==> src/axi4s_pkg.sv <==
// ------------------------------
// axi4s_pkg
// stream word widths and the beat
// record stored by the FIFOs.
// ------------------------------

package axi4s_pkg;

   // bytes carried by one stream word.
   localparam int data_bytes = 8;

   // data word and byte-valid mask.
   typedef logic [data_bytes*8-1:0] tdata_t;
   typedef logic [data_bytes-1:0]   tkeep_t;

   // ------------------------------
   // one stream beat as held in a FIFO.
   // ------------------------------
   typedef struct packed {
      tdata_t tdata;
      tkeep_t tkeep;
      logic   tlast;
   } axi4s_word_t;

endpackage

==> src/split_join_pkg.sv <==
// ------------------------------
// split_join_pkg
// sizing of the split/join buffers
// and the per-packet descriptor.
// ------------------------------

package split_join_pkg;

   // header length, counted in whole stream words.
   typedef logic [7:0] hdr_len_t;

   // ------------------------------
   // buffer depths.
   // ------------------------------
   // payload words waiting for their header.
   localparam int pyld_fifo_depth = 64;

   // split packets waiting for their header to return.
   localparam int desc_fifo_depth = 16;

   // ------------------------------
   // descriptor written once per split packet.
   // ------------------------------
   // has_payload is set when words beyond the header were queued.
   typedef struct packed {
      logic has_payload;
   } pkt_desc_t;

endpackage

==> src/axi4s_if.sv <==
// ------------------------------
// axi4s_if
// AXI4-Stream link between blocks
// inside the split/join design.
// ------------------------------

`timescale 1ns/1ps

interface axi4s_if;

   axi4s_pkg::tdata_t tdata;
   axi4s_pkg::tkeep_t tkeep;
   logic              tlast;
   logic              tvalid;
   logic              tready;

   // sender side.
   modport tx (
      output tdata, tkeep, tlast, tvalid,
      input  tready
   );

   // receiver side.
   modport rx (
      input  tdata, tkeep, tlast, tvalid,
      output tready
   );

endinterface

==> src/hdr_join.sv <==
// ------------------------------
// hdr_join
// appends each stored payload to its
// processed header and flags headers
// that arrive with no split packet.
// ------------------------------

`timescale 1ns/1ps

module hdr_join (
   input  logic                      axi4s_in,
   input  logic                      rst_n,
   input  logic                      enable,
   axi4s_if.rx                       hdr_in,
   axi4s_if.tx                       pkt_out,
   output logic                      pyld_pop,
   input  axi4s_pkg::axi4s_word_t    pyld_word,
   input  logic                      pyld_empty,
   output logic                      desc_pop,
   input  split_join_pkg::pkt_desc_t desc,
   input  logic                      desc_empty,
   output logic                      sop_mismatch
);

   typedef enum logic [1:0] {
      st_header,
      st_payload,
      st_orphan
   } state_t;

   state_t                 state;
   state_t                 nxt_state;
   logic                   sop_q;
   logic                   nxt_sop;
   logic                   has_pyld_q;
   logic                   nxt_has;
   logic                   cur_has;
   logic                   out_rdy;
   logic                   beat_v;
   logic                   start_miss;
   axi4s_pkg::axi4s_word_t beat;

   assign out_rdy = !pkt_out.tvalid || pkt_out.tready;

   // ------------------------------
   // beat selection and next state.
   // ------------------------------
   always_comb begin
      hdr_in.tready = 1'b0;
      pyld_pop      = 1'b0;
      desc_pop      = 1'b0;
      beat_v        = 1'b0;
      start_miss    = 1'b0;
      beat.tdata    = hdr_in.tdata;
      beat.tkeep    = hdr_in.tkeep;
      beat.tlast    = hdr_in.tlast;
      cur_has       = sop_q ? desc.has_payload : has_pyld_q;
      nxt_state     = state;
      nxt_sop       = sop_q;
      nxt_has       = has_pyld_q;
      if (!enable) begin
         // in bypass the header stream goes straight out.
         hdr_in.tready = out_rdy;
         beat_v        = hdr_in.tvalid && out_rdy;
      end else begin
         case (state)
            st_header: begin
               hdr_in.tready = out_rdy;
               if (hdr_in.tvalid && out_rdy) begin
                  beat_v  = 1'b1;
                  nxt_sop = hdr_in.tlast;
                  if (sop_q && desc_empty) begin
                     // with no split packet waiting it passes through alone.
                     start_miss = 1'b1;
                     if (!hdr_in.tlast) begin
                        nxt_state = st_orphan;
                     end
                  end else begin
                     desc_pop = sop_q;
                     nxt_has  = cur_has;
                     if (hdr_in.tlast && cur_has) begin
                        beat.tlast = 1'b0;
                        nxt_sop    = 1'b0;
                        nxt_state  = st_payload;
                     end
                  end
               end
            end
            st_payload: begin
               beat   = pyld_word;
               beat_v = !pyld_empty && out_rdy;
               pyld_pop = beat_v;
               if (beat_v && pyld_word.tlast) begin
                  nxt_sop   = 1'b1;
                  nxt_state = st_header;
               end
            end
            default: begin
               hdr_in.tready = out_rdy;
               beat_v        = hdr_in.tvalid && out_rdy;
               if (beat_v && hdr_in.tlast) begin
                  nxt_sop   = 1'b1;
                  nxt_state = st_header;
               end
            end
         endcase
      end
   end

   always_ff @(posedge axi4s_in) begin
      if (!rst_n) begin
         state          <= st_header;
         sop_q          <= 1'b1;
         has_pyld_q     <= 1'b0;
         pkt_out.tvalid <= 1'b0;
         sop_mismatch   <= 1'b0;
      end else begin
         state        <= nxt_state;
         sop_q        <= nxt_sop;
         has_pyld_q   <= nxt_has;
         sop_mismatch <= start_miss;
         if (out_rdy) begin
            pkt_out.tvalid <= beat_v;
         end
      end
   end

   // output stage data.
   always_ff @(posedge axi4s_in) begin
      if (beat_v) begin
         pkt_out.tdata <= beat.tdata;
         pkt_out.tkeep <= beat.tkeep;
         pkt_out.tlast <= beat.tlast;
      end
   end

endmodule

==> src/hdr_split.sv <==
// ------------------------------
// hdr_split
// sends the first hdr_length words of each
// packet to the header stream and queues
// the rest for the joiner.
// ------------------------------

`timescale 1ns/1ps

module hdr_split (
   input  logic                      axi4s_in,
   input  logic                      rst_n,
   input  split_join_pkg::hdr_len_t  hdr_length,
   axi4s_if.rx                       pkt_in,
   axi4s_if.tx                       hdr_out,
   output logic                      pyld_push,
   output axi4s_pkg::axi4s_word_t    pyld_word,
   input  logic                      pyld_full,
   output logic                      desc_push,
   output split_join_pkg::pkt_desc_t desc,
   input  logic                      desc_full,
   output logic                      enable
);

   split_join_pkg::hdr_len_t len_q;
   split_join_pkg::hdr_len_t cnt;
   split_join_pkg::hdr_len_t hdr_last_idx;
   logic                     in_pkt;
   logic                     hdr_rdy;
   logic                     pyld_rdy;
   logic                     desc_rdy;
   logic                     xfer;
   logic                     to_hdr;
   logic                     hdr_end;
   logic                     desc_now;

   // each output stage frees up when empty or when its sink takes it.
   assign hdr_rdy  = !hdr_out.tvalid || hdr_out.tready;
   assign pyld_rdy = !pyld_push || !pyld_full;
   assign desc_rdy = !desc_push || !desc_full;

   assign pkt_in.tready = hdr_rdy && pyld_rdy && desc_rdy;
   assign xfer          = pkt_in.tvalid && pkt_in.tready;

   // word routing.
   assign hdr_last_idx = len_q - 8'd1;
   assign to_hdr       = !enable || (cnt < len_q);
   assign hdr_end      = pkt_in.tlast || (enable && (cnt == hdr_last_idx));

   // the descriptor goes out as soon as the header ends, so a fast
   // header processor never finds the descriptor FIFO empty.
   assign desc_now = enable && to_hdr && hdr_end;

   always_ff @(posedge axi4s_in) begin
      if (!rst_n) begin
         len_q          <= '0;
         enable         <= 1'b0;
         cnt            <= '0;
         in_pkt         <= 1'b0;
         hdr_out.tvalid <= 1'b0;
         pyld_push      <= 1'b0;
         desc_push      <= 1'b0;
      end else begin
         // length only changes between packets.
         if (!in_pkt && !xfer) begin
            len_q  <= hdr_length;
            enable <= (hdr_length != '0);
         end
         if (xfer) begin
            in_pkt <= !pkt_in.tlast;
            if (pkt_in.tlast) begin
               cnt <= '0;
            end else if (enable && (cnt < len_q)) begin
               cnt <= cnt + 8'd1;
            end
         end
         if (hdr_rdy) begin
            hdr_out.tvalid <= xfer && to_hdr;
         end
         if (pyld_rdy) begin
            pyld_push <= xfer && !to_hdr;
         end
         if (desc_rdy) begin
            desc_push <= xfer && desc_now;
         end
      end
   end

   // ------------------------------
   // output payload registers.
   // ------------------------------
   always_ff @(posedge axi4s_in) begin
      if (xfer && to_hdr) begin
         hdr_out.tdata <= pkt_in.tdata;
         hdr_out.tkeep <= pkt_in.tkeep;
         hdr_out.tlast <= hdr_end;
      end
      if (xfer && !to_hdr) begin
         pyld_word.tdata <= pkt_in.tdata;
         pyld_word.tkeep <= pkt_in.tkeep;
         pyld_word.tlast <= pkt_in.tlast;
      end
      if (xfer && desc_now) begin
         desc.has_payload <= !pkt_in.tlast;
      end
   end

endmodule

==> src/hdr_split_join.sv <==
// ------------------------------
// hdr_split_join
// header split and join for in-line
// header processing. Payload waits in
// a FIFO while the header is processed.
// ------------------------------

`timescale 1ns/1ps

module hdr_split_join (
   input  logic                     axi4s_in,
   input  logic                     rst_n,
   input  split_join_pkg::hdr_len_t hdr_length,
   input  axi4s_pkg::tdata_t        in_tdata,
   input  axi4s_pkg::tkeep_t        in_tkeep,
   input  logic                     in_tlast,
   input  logic                     in_tvalid,
   output logic                     in_tready,
   output axi4s_pkg::tdata_t        out_tdata,
   output axi4s_pkg::tkeep_t        out_tkeep,
   output logic                     out_tlast,
   output logic                     out_tvalid,
   input  logic                     out_tready,
   output axi4s_pkg::tdata_t        hdr_out_tdata,
   output axi4s_pkg::tkeep_t        hdr_out_tkeep,
   output logic                     hdr_out_tlast,
   output logic                     hdr_out_tvalid,
   input  logic                     hdr_out_tready,
   input  axi4s_pkg::tdata_t        hdr_in_tdata,
   input  axi4s_pkg::tkeep_t        hdr_in_tkeep,
   input  logic                     hdr_in_tlast,
   input  logic                     hdr_in_tvalid,
   output logic                     hdr_in_tready,
   output logic                     sop_mismatch
);

   axi4s_if in_if ();
   axi4s_if out_if ();
   axi4s_if hdr_out_if ();
   axi4s_if hdr_in_if ();

   logic                      enable;
   logic                      pyld_push;
   logic                      pyld_full;
   logic                      pyld_pop;
   logic                      pyld_empty;
   axi4s_pkg::axi4s_word_t    pyld_wr;
   axi4s_pkg::axi4s_word_t    pyld_rd;
   logic                      desc_push;
   logic                      desc_full;
   logic                      desc_pop;
   logic                      desc_empty;
   split_join_pkg::pkt_desc_t desc_wr;
   split_join_pkg::pkt_desc_t desc_rd;

   // ------------------------------
   // top-level ports onto the links.
   // ------------------------------
   assign in_if.tdata      = in_tdata;
   assign in_if.tkeep      = in_tkeep;
   assign in_if.tlast      = in_tlast;
   assign in_if.tvalid     = in_tvalid;
   assign in_tready        = in_if.tready;
   assign out_tdata        = out_if.tdata;
   assign out_tkeep        = out_if.tkeep;
   assign out_tlast        = out_if.tlast;
   assign out_tvalid       = out_if.tvalid;
   assign out_if.tready    = out_tready;
   assign hdr_out_tdata    = hdr_out_if.tdata;
   assign hdr_out_tkeep    = hdr_out_if.tkeep;
   assign hdr_out_tlast    = hdr_out_if.tlast;
   assign hdr_out_tvalid   = hdr_out_if.tvalid;
   assign hdr_out_if.tready = hdr_out_tready;
   assign hdr_in_if.tdata  = hdr_in_tdata;
   assign hdr_in_if.tkeep  = hdr_in_tkeep;
   assign hdr_in_if.tlast  = hdr_in_tlast;
   assign hdr_in_if.tvalid = hdr_in_tvalid;
   assign hdr_in_tready    = hdr_in_if.tready;

   hdr_split i_split (
      .axi4s_in   (axi4s_in),
      .rst_n      (rst_n),
      .hdr_length (hdr_length),
      .pkt_in     (in_if),
      .hdr_out    (hdr_out_if),
      .pyld_push  (pyld_push),
      .pyld_word  (pyld_wr),
      .pyld_full  (pyld_full),
      .desc_push  (desc_push),
      .desc       (desc_wr),
      .desc_full  (desc_full),
      .enable     (enable)
   );

   // payload words.
   sync_fifo #(
      .entry_t (axi4s_pkg::axi4s_word_t),
      .depth   (split_join_pkg::pyld_fifo_depth)
   ) i_pyld_fifo (
      .axi4s_in (axi4s_in),
      .rst_n    (rst_n),
      .push     (pyld_push),
      .wr_data  (pyld_wr),
      .full     (pyld_full),
      .pop      (pyld_pop),
      .rd_data  (pyld_rd),
      .empty    (pyld_empty)
   );

   // one descriptor per split packet.
   sync_fifo #(
      .entry_t (split_join_pkg::pkt_desc_t),
      .depth   (split_join_pkg::desc_fifo_depth)
   ) i_desc_fifo (
      .axi4s_in (axi4s_in),
      .rst_n    (rst_n),
      .push     (desc_push),
      .wr_data  (desc_wr),
      .full     (desc_full),
      .pop      (desc_pop),
      .rd_data  (desc_rd),
      .empty    (desc_empty)
   );

   hdr_join i_join (
      .axi4s_in     (axi4s_in),
      .rst_n        (rst_n),
      .enable       (enable),
      .hdr_in       (hdr_in_if),
      .pkt_out      (out_if),
      .pyld_pop     (pyld_pop),
      .pyld_word    (pyld_rd),
      .pyld_empty   (pyld_empty),
      .desc_pop     (desc_pop),
      .desc         (desc_rd),
      .desc_empty   (desc_empty),
      .sop_mismatch (sop_mismatch)
   );

endmodule

==> src/sync_fifo.sv <==
// ------------------------------
// sync_fifo
// single-clock first-word-fall-through
// FIFO, entry type set by parameter.
// ------------------------------

`timescale 1ns/1ps

module sync_fifo #(
   parameter type entry_t = logic,
   parameter int  depth   = 16
) (
   input  logic   axi4s_in,
   input  logic   rst_n,
   input  logic   push,
   input  entry_t wr_data,
   output logic   full,
   input  logic   pop,
   output entry_t rd_data,
   output logic   empty
);

   localparam int                ptr_w     = $clog2(depth);
   localparam logic [ptr_w-1:0] last_ptr  = ptr_w'(depth - 1);
   localparam logic [ptr_w:0]   max_count = (ptr_w + 1)'(depth);

   entry_t           mem [depth];
   logic [ptr_w-1:0] wr_ptr;
   logic [ptr_w-1:0] rd_ptr;
   logic [ptr_w:0]   count;
   logic             wr_en;
   logic             rd_en;

   // pushes into a full FIFO and pops from an empty one are ignored.
   assign wr_en = push && !full;
   assign rd_en = pop && !empty;

   assign full    = (count == max_count);
   assign empty   = (count == '0);
   assign rd_data = mem[rd_ptr];

   always_ff @(posedge axi4s_in) begin
      if (wr_en) begin
         mem[wr_ptr] <= wr_data;
      end
   end

   // ------------------------------
   // pointers and occupancy.
   // ------------------------------
   always_ff @(posedge axi4s_in) begin
      if (!rst_n) begin
         wr_ptr <= '0;
         rd_ptr <= '0;
         count  <= '0;
      end else begin
         if (wr_en) begin
            wr_ptr <= (wr_ptr == last_ptr) ? '0 : wr_ptr + 1'b1;
         end
         if (rd_en) begin
            rd_ptr <= (rd_ptr == last_ptr) ? '0 : rd_ptr + 1'b1;
         end
         case ({wr_en, rd_en})
            2'b10:   count <= count + 1'b1;
            2'b01:   count <= count - 1'b1;
            default: count <= count;
         endcase
      end
   end

endmodule

==> config.mk <==
export PLATFORM = sky130hd
export DESIGN_NAME = hdr_split_join
export DESIGN_NICKNAME = d
export VERILOG_FILES = /design/src/axi4s_pkg.sv /design/src/split_join_pkg.sv /design/src/axi4s_if.sv /design/src/hdr_join.sv /design/src/hdr_split.sv /design/src/hdr_split_join.sv /design/src/sync_fifo.sv
export SDC_FILE = /design/constraint.sdc
export NUM_CORES = 2
export LEC_CHECK = 0
export ABC_CLOCK_PERIOD_IN_PS = 19500
export BUFFER_PORTS_ARGS = -buffer_cell sky130_fd_sc_hd__buf_2
export CAP_MARGIN = 20
export CORE_MARGIN = 2
export CORE_UTILIZATION = 45
export CTS_CLUSTER_SIZE = 14
export DETAILED_ROUTE_END_ITERATION = 8
export GPL_TIMING_DRIVEN = 0
export SETUP_SLACK_MARGIN = 0.05
export SLEW_MARGIN = 20
export SYNTH_ARGS = -nofsm -noshare
export SYNTH_HDL_FRONTEND = slang
export SYNTH_HIERARCHICAL = 1
export SYNTH_MEMORY_MAX_BITS = 65536
export SYNTH_SLANG_ARGS = --single-unit
==> constraint.sdc <==
create_clock -name axi4s_in -period 19.5 [get_ports axi4s_in]
set_input_delay 0.975 -clock axi4s_in [delete_from_list [all_inputs] [get_ports axi4s_in]]
set_output_delay 0.975 -clock axi4s_in [all_outputs]
set_load 0.005 [all_outputs]
==> reports/results.md <==
STA
• unrepaired setup endpoints after global routing: no
• ratio of final minimum period to clock period: 27.8%
• transition at the pin with the smallest max-transition slack: 1240 ps
• post-route clock skew: 38.3 ps
• max frequency: 0.185 GHz
• Slew HR: 17.6%
• setup slack after layout: 14080 ps
• Setup TNS Final: 0 ps
• time the final worst path needs with I/O delays and setup: 5420 ps
• number of pins exceeding their max-slew limit in the final report: 0
• worst hold margin: 94.6 ps
• hold violation count in the final report: 0
• setup-violating endpoint count in the final report: 0

Drt
• Iteration-0 DRC Markers: 16800
• post-detailed-route via-to-cell ratio: 6.55
• wire length per cell: 40.5 microns
• final antenna-violating net count: 0
• total length of routed wires: 628000 microns
• via count: 102000
• post-detailed-route DRC marker count: 0
• number of optimization iterations in the first detailed-route pass: 8

Clock network
• buffer depth of the longest clock path: 4
• deepest level of the CTS H-tree: 6
• buffers inserted by post-CTS timing repair: 0
• CTS tree: done
• clock root cell: clkbuf_16
• CTS sink count: 4977
• count of cells resized by post-cts repair: 0
• insertion delay of the later-clocked pin in the worst-skew pair: 1080 ps
• number of buffers inserted by hold repair at cts: 0
• CTS Buf Count: 525
• clock-pin slew reported for the worst setup and hold paths after clock tree synthesis: 60 ps

Run status
• outcome: finished clean

Power
• Max rail drop VDD: 0.0000925 V
• areal power density over the cells: 95.9 nW/um^2
• Leakage: 0.0702 uW

Critical path
• Critical Path RT: 20390 ps
• Setup crit end kind: register
• delay of the slowest cell on the worst path: 610 ps
• Worst EP arrival: 6310 ps
• cell repeated most along the worst path: buf_2
• crit path max fanout: 11
• class of the most critical setup path: register to register
• Slowest-stage cell, CP: dfxtp_1
• critical path startpoint category: register
• cell-by-cell listing of the critical path: nand3b_1 -> buf_2 -> buf_2 -> nor3_1 -> o31a_1 -> buf_2 -> ha_1 -> clkbuf_1 -> xor2_1 -> ha_1 -> a21oi_1 -> o221ai_1 -> a2111oi_0 -> xnor2_1 -> nor2_1

Layout
• layout cells sized above 1: 32.5%
• count of filler cells inserted in the layout: 31100
• number of nets in the finished design: 9740
• Final Instance Count excl. Fillers: 15500
• signed area change from the synthesized netlist to the final layout: 20.1%
• final design area excluding fillers: 226000 sq um

Place
• post-placement worst setup slack: 13990 ps
• estimated wirelength of the detail-placed design: 441000 microns
• number of buffer cells added on primary ports: 310
• cell area reported after detailed placement: 209000 sq um
• cell total after placement: 14500
• Placer Congestion: 0.791

Yosys
• portion of synthesized cell area occupied by the leading cell type: 78.4%
• cell accounting for the most synthesized area: edfxtp_1
• mean instance size in the synthesized netlist: 23.1 sq um
• top_reg_cell synth: edfxtp_1
• most common cell in the netlist: edfxtp_1
• number of enable-type register cells in the synthesized netlist: 4908
• sequential share of the synthesized area: 79.2%
• cell types with the largest area share after synthesis: edfxtp_1, mux4_2, a22oi_1
• post-synthesis register bit count: 4977
• Async S/R FF share, synth: 0%
• post-synthesis cell count: 8145
• Netlist Area Pre-Place: 188000 sq um
• yosys synthesis warning count: 6
• leading cell types by count after synthesis: edfxtp_1, mux4_2, a22oi_1
• Post-Synthesis Net Count: 8328
• count of different cell masters after synthesis: 74

Global routing
• gr ovfl total: 0
• global-route wire length before repair: 838000 microns
• maximum number of pins on one net before global-route repair: 44
• number of antenna violations at the first check in global routing: 42
• via count of the first global-routing pass: 98100
• GRT Util Overall: 29.3%

Die
• placeable core region: 416000 sq um
• Initial Utilization: 45.1%
• chip width: 650 microns
• number of placement rows: 237
• IO Pins: 311
• die span in y: 650 microns
• Die Area: 423000 sq um

Run
• Max-cap violations: 0

Hold path
• path category of the worst min-delay check: input port to register

==> state kept, by name, summed over array words and instances (netlist names), 2 cells and up, named ones only <==
signal / count
i_split/hdr_out.tkeep: 8
i_split/len_q: 8
i_join/pkt_out.tdata: 64
i_desc_fifo/wr_ptr: 4
i_split/hdr_out.tdata: 64
i_desc_fifo/count: 5
i_split/cnt: 8
i_desc_fifo/rd_ptr: 4
i_join/pkt_out.tkeep: 8
i_pyld_fifo/rd_ptr: 6
i_desc_fifo/mem: 16
i_pyld_fifo/count: 7
i_split/pyld_word: 73
i_pyld_fifo/wr_ptr: 6
i_join/state: 2
i_pyld_fifo/mem: 4672
==> area by class of cell <==
| cell class | instances | area [sq um] | share of cell area [%] |
|---|---|---|---|
| diodes | 57 | 143 | 0.0632 |
| plain buffers | 464 | 2360 | 1.04 |
| clock buffers | 637 | 13900 | 6.18 |
| clock inverters | 296 | 2510 | 1.11 |
| inverters | 26 | 106 | 0.0471 |
| multi-input cells | 2678 | 37300 | 16.5 |
| flip-flops and latches | 4977 | 149000 | 65.9 |
| well taps | 5497 | 6880 | 3.05 |
| repair buffers | 885 | 13600 | 6.05 |
==> layout by cell type, fill, tap and decap left out, types with 66 or more instances in the layout <==
master	count
clkbuf_1	240
clkbuf_16	543
o221ai_1	148
mux2_2	74
nand3_1	92
buf_2	508
a221oi_1	73
clkinv_2	72
a211oi_1	72
edfxtp_1	4908
buf_16	170
buf_8	133
and3_1	87
nor2_4	66
mux4_2	1173
clkinv_1	129
nor2b_1	85
o22ai_1	145
dfxtp_1	69
nand2_1	136
buf_12	269
a22oi_1	220
==> path summary, 6_finish.rpt <==
check / startpoint / end / slack [ps] / cells past startpoint
worst max-delay path: i_split/enable$_SDFFE_PN0P_ / i_pyld_fifo/count[6]$_SDFFE_PN0P_ / 14080 / 15
worst max register to register: i_split/enable$_SDFFE_PN0P_ / i_pyld_fifo/count[6]$_SDFFE_PN0P_ / 14080 / 15
worst min-delay path: in_tdata[44] / i_split/hdr_out.tdata[44]$_DFFE_PP_ / 90 / 1
worst min register to register: i_split/pyld_word[60]$_DFFE_PP_ / i_pyld_fifo/mem[26][60]$_DFFE_PP_ / 500 / 0
==> per-stage QoR <==
step                total power [uW]  util [%]
CTS                            21700      54.2
floorplan                      12000         -
global placement               12100      47.2
finish                         21600      54.2
global route                   22200      54.2
detailed placement             12100      50.2
==> critical path, delay by kind of cell, from the launching register on <==
| family | cells | cell delay [ps] |
|---|---|---|
| buffers and inverters | 4 | 1730 |
| xor gates and xnor gates | 2 | 310 |
| DFF | 1 | 610 |
| adders and majority gates | 2 | 590 |
| AOI/OAI and AO/OA | 4 | 1220 |
| and+or+nand+nor | 3 | 750 |
==> cell families (layout without fill, tap and decap cells) <==
logic type               after synthesis  in the layout  share of synthesized area [%]
other                                  0             57                              0
AND/OR/NAND/NOR                      598            598                           1.64
buffers and inverters                490           2308                           1.26
flip-flops                          4977           4977                           79.2
adder cells (fa/ha/maj)               23             23                          0.153
XOR/XNOR                              26             26                          0.121
multiplexers                        1258           1258                           14.6
AO/OA/AOI/OAI                        773            773                           3.09
==> report_power, final <==
part           leakage, uW  switching [uW]  internal (uW)
logic               0.0174             130           76.5
registers           0.0448            21.2          11700
clock network      0.00803            4170           5550
==> routing by layer <==
metal	vias to the layer above	global-route usage [%]	part of all wire, %
li1	38100	-	-
met3	1330	8.57	13
met2	7671	43.7	45
met1	54400	40.3	37
met4	34	13.0	4.8
met5	-	0.158	0.053
Power figures use the tool's default switching activity.
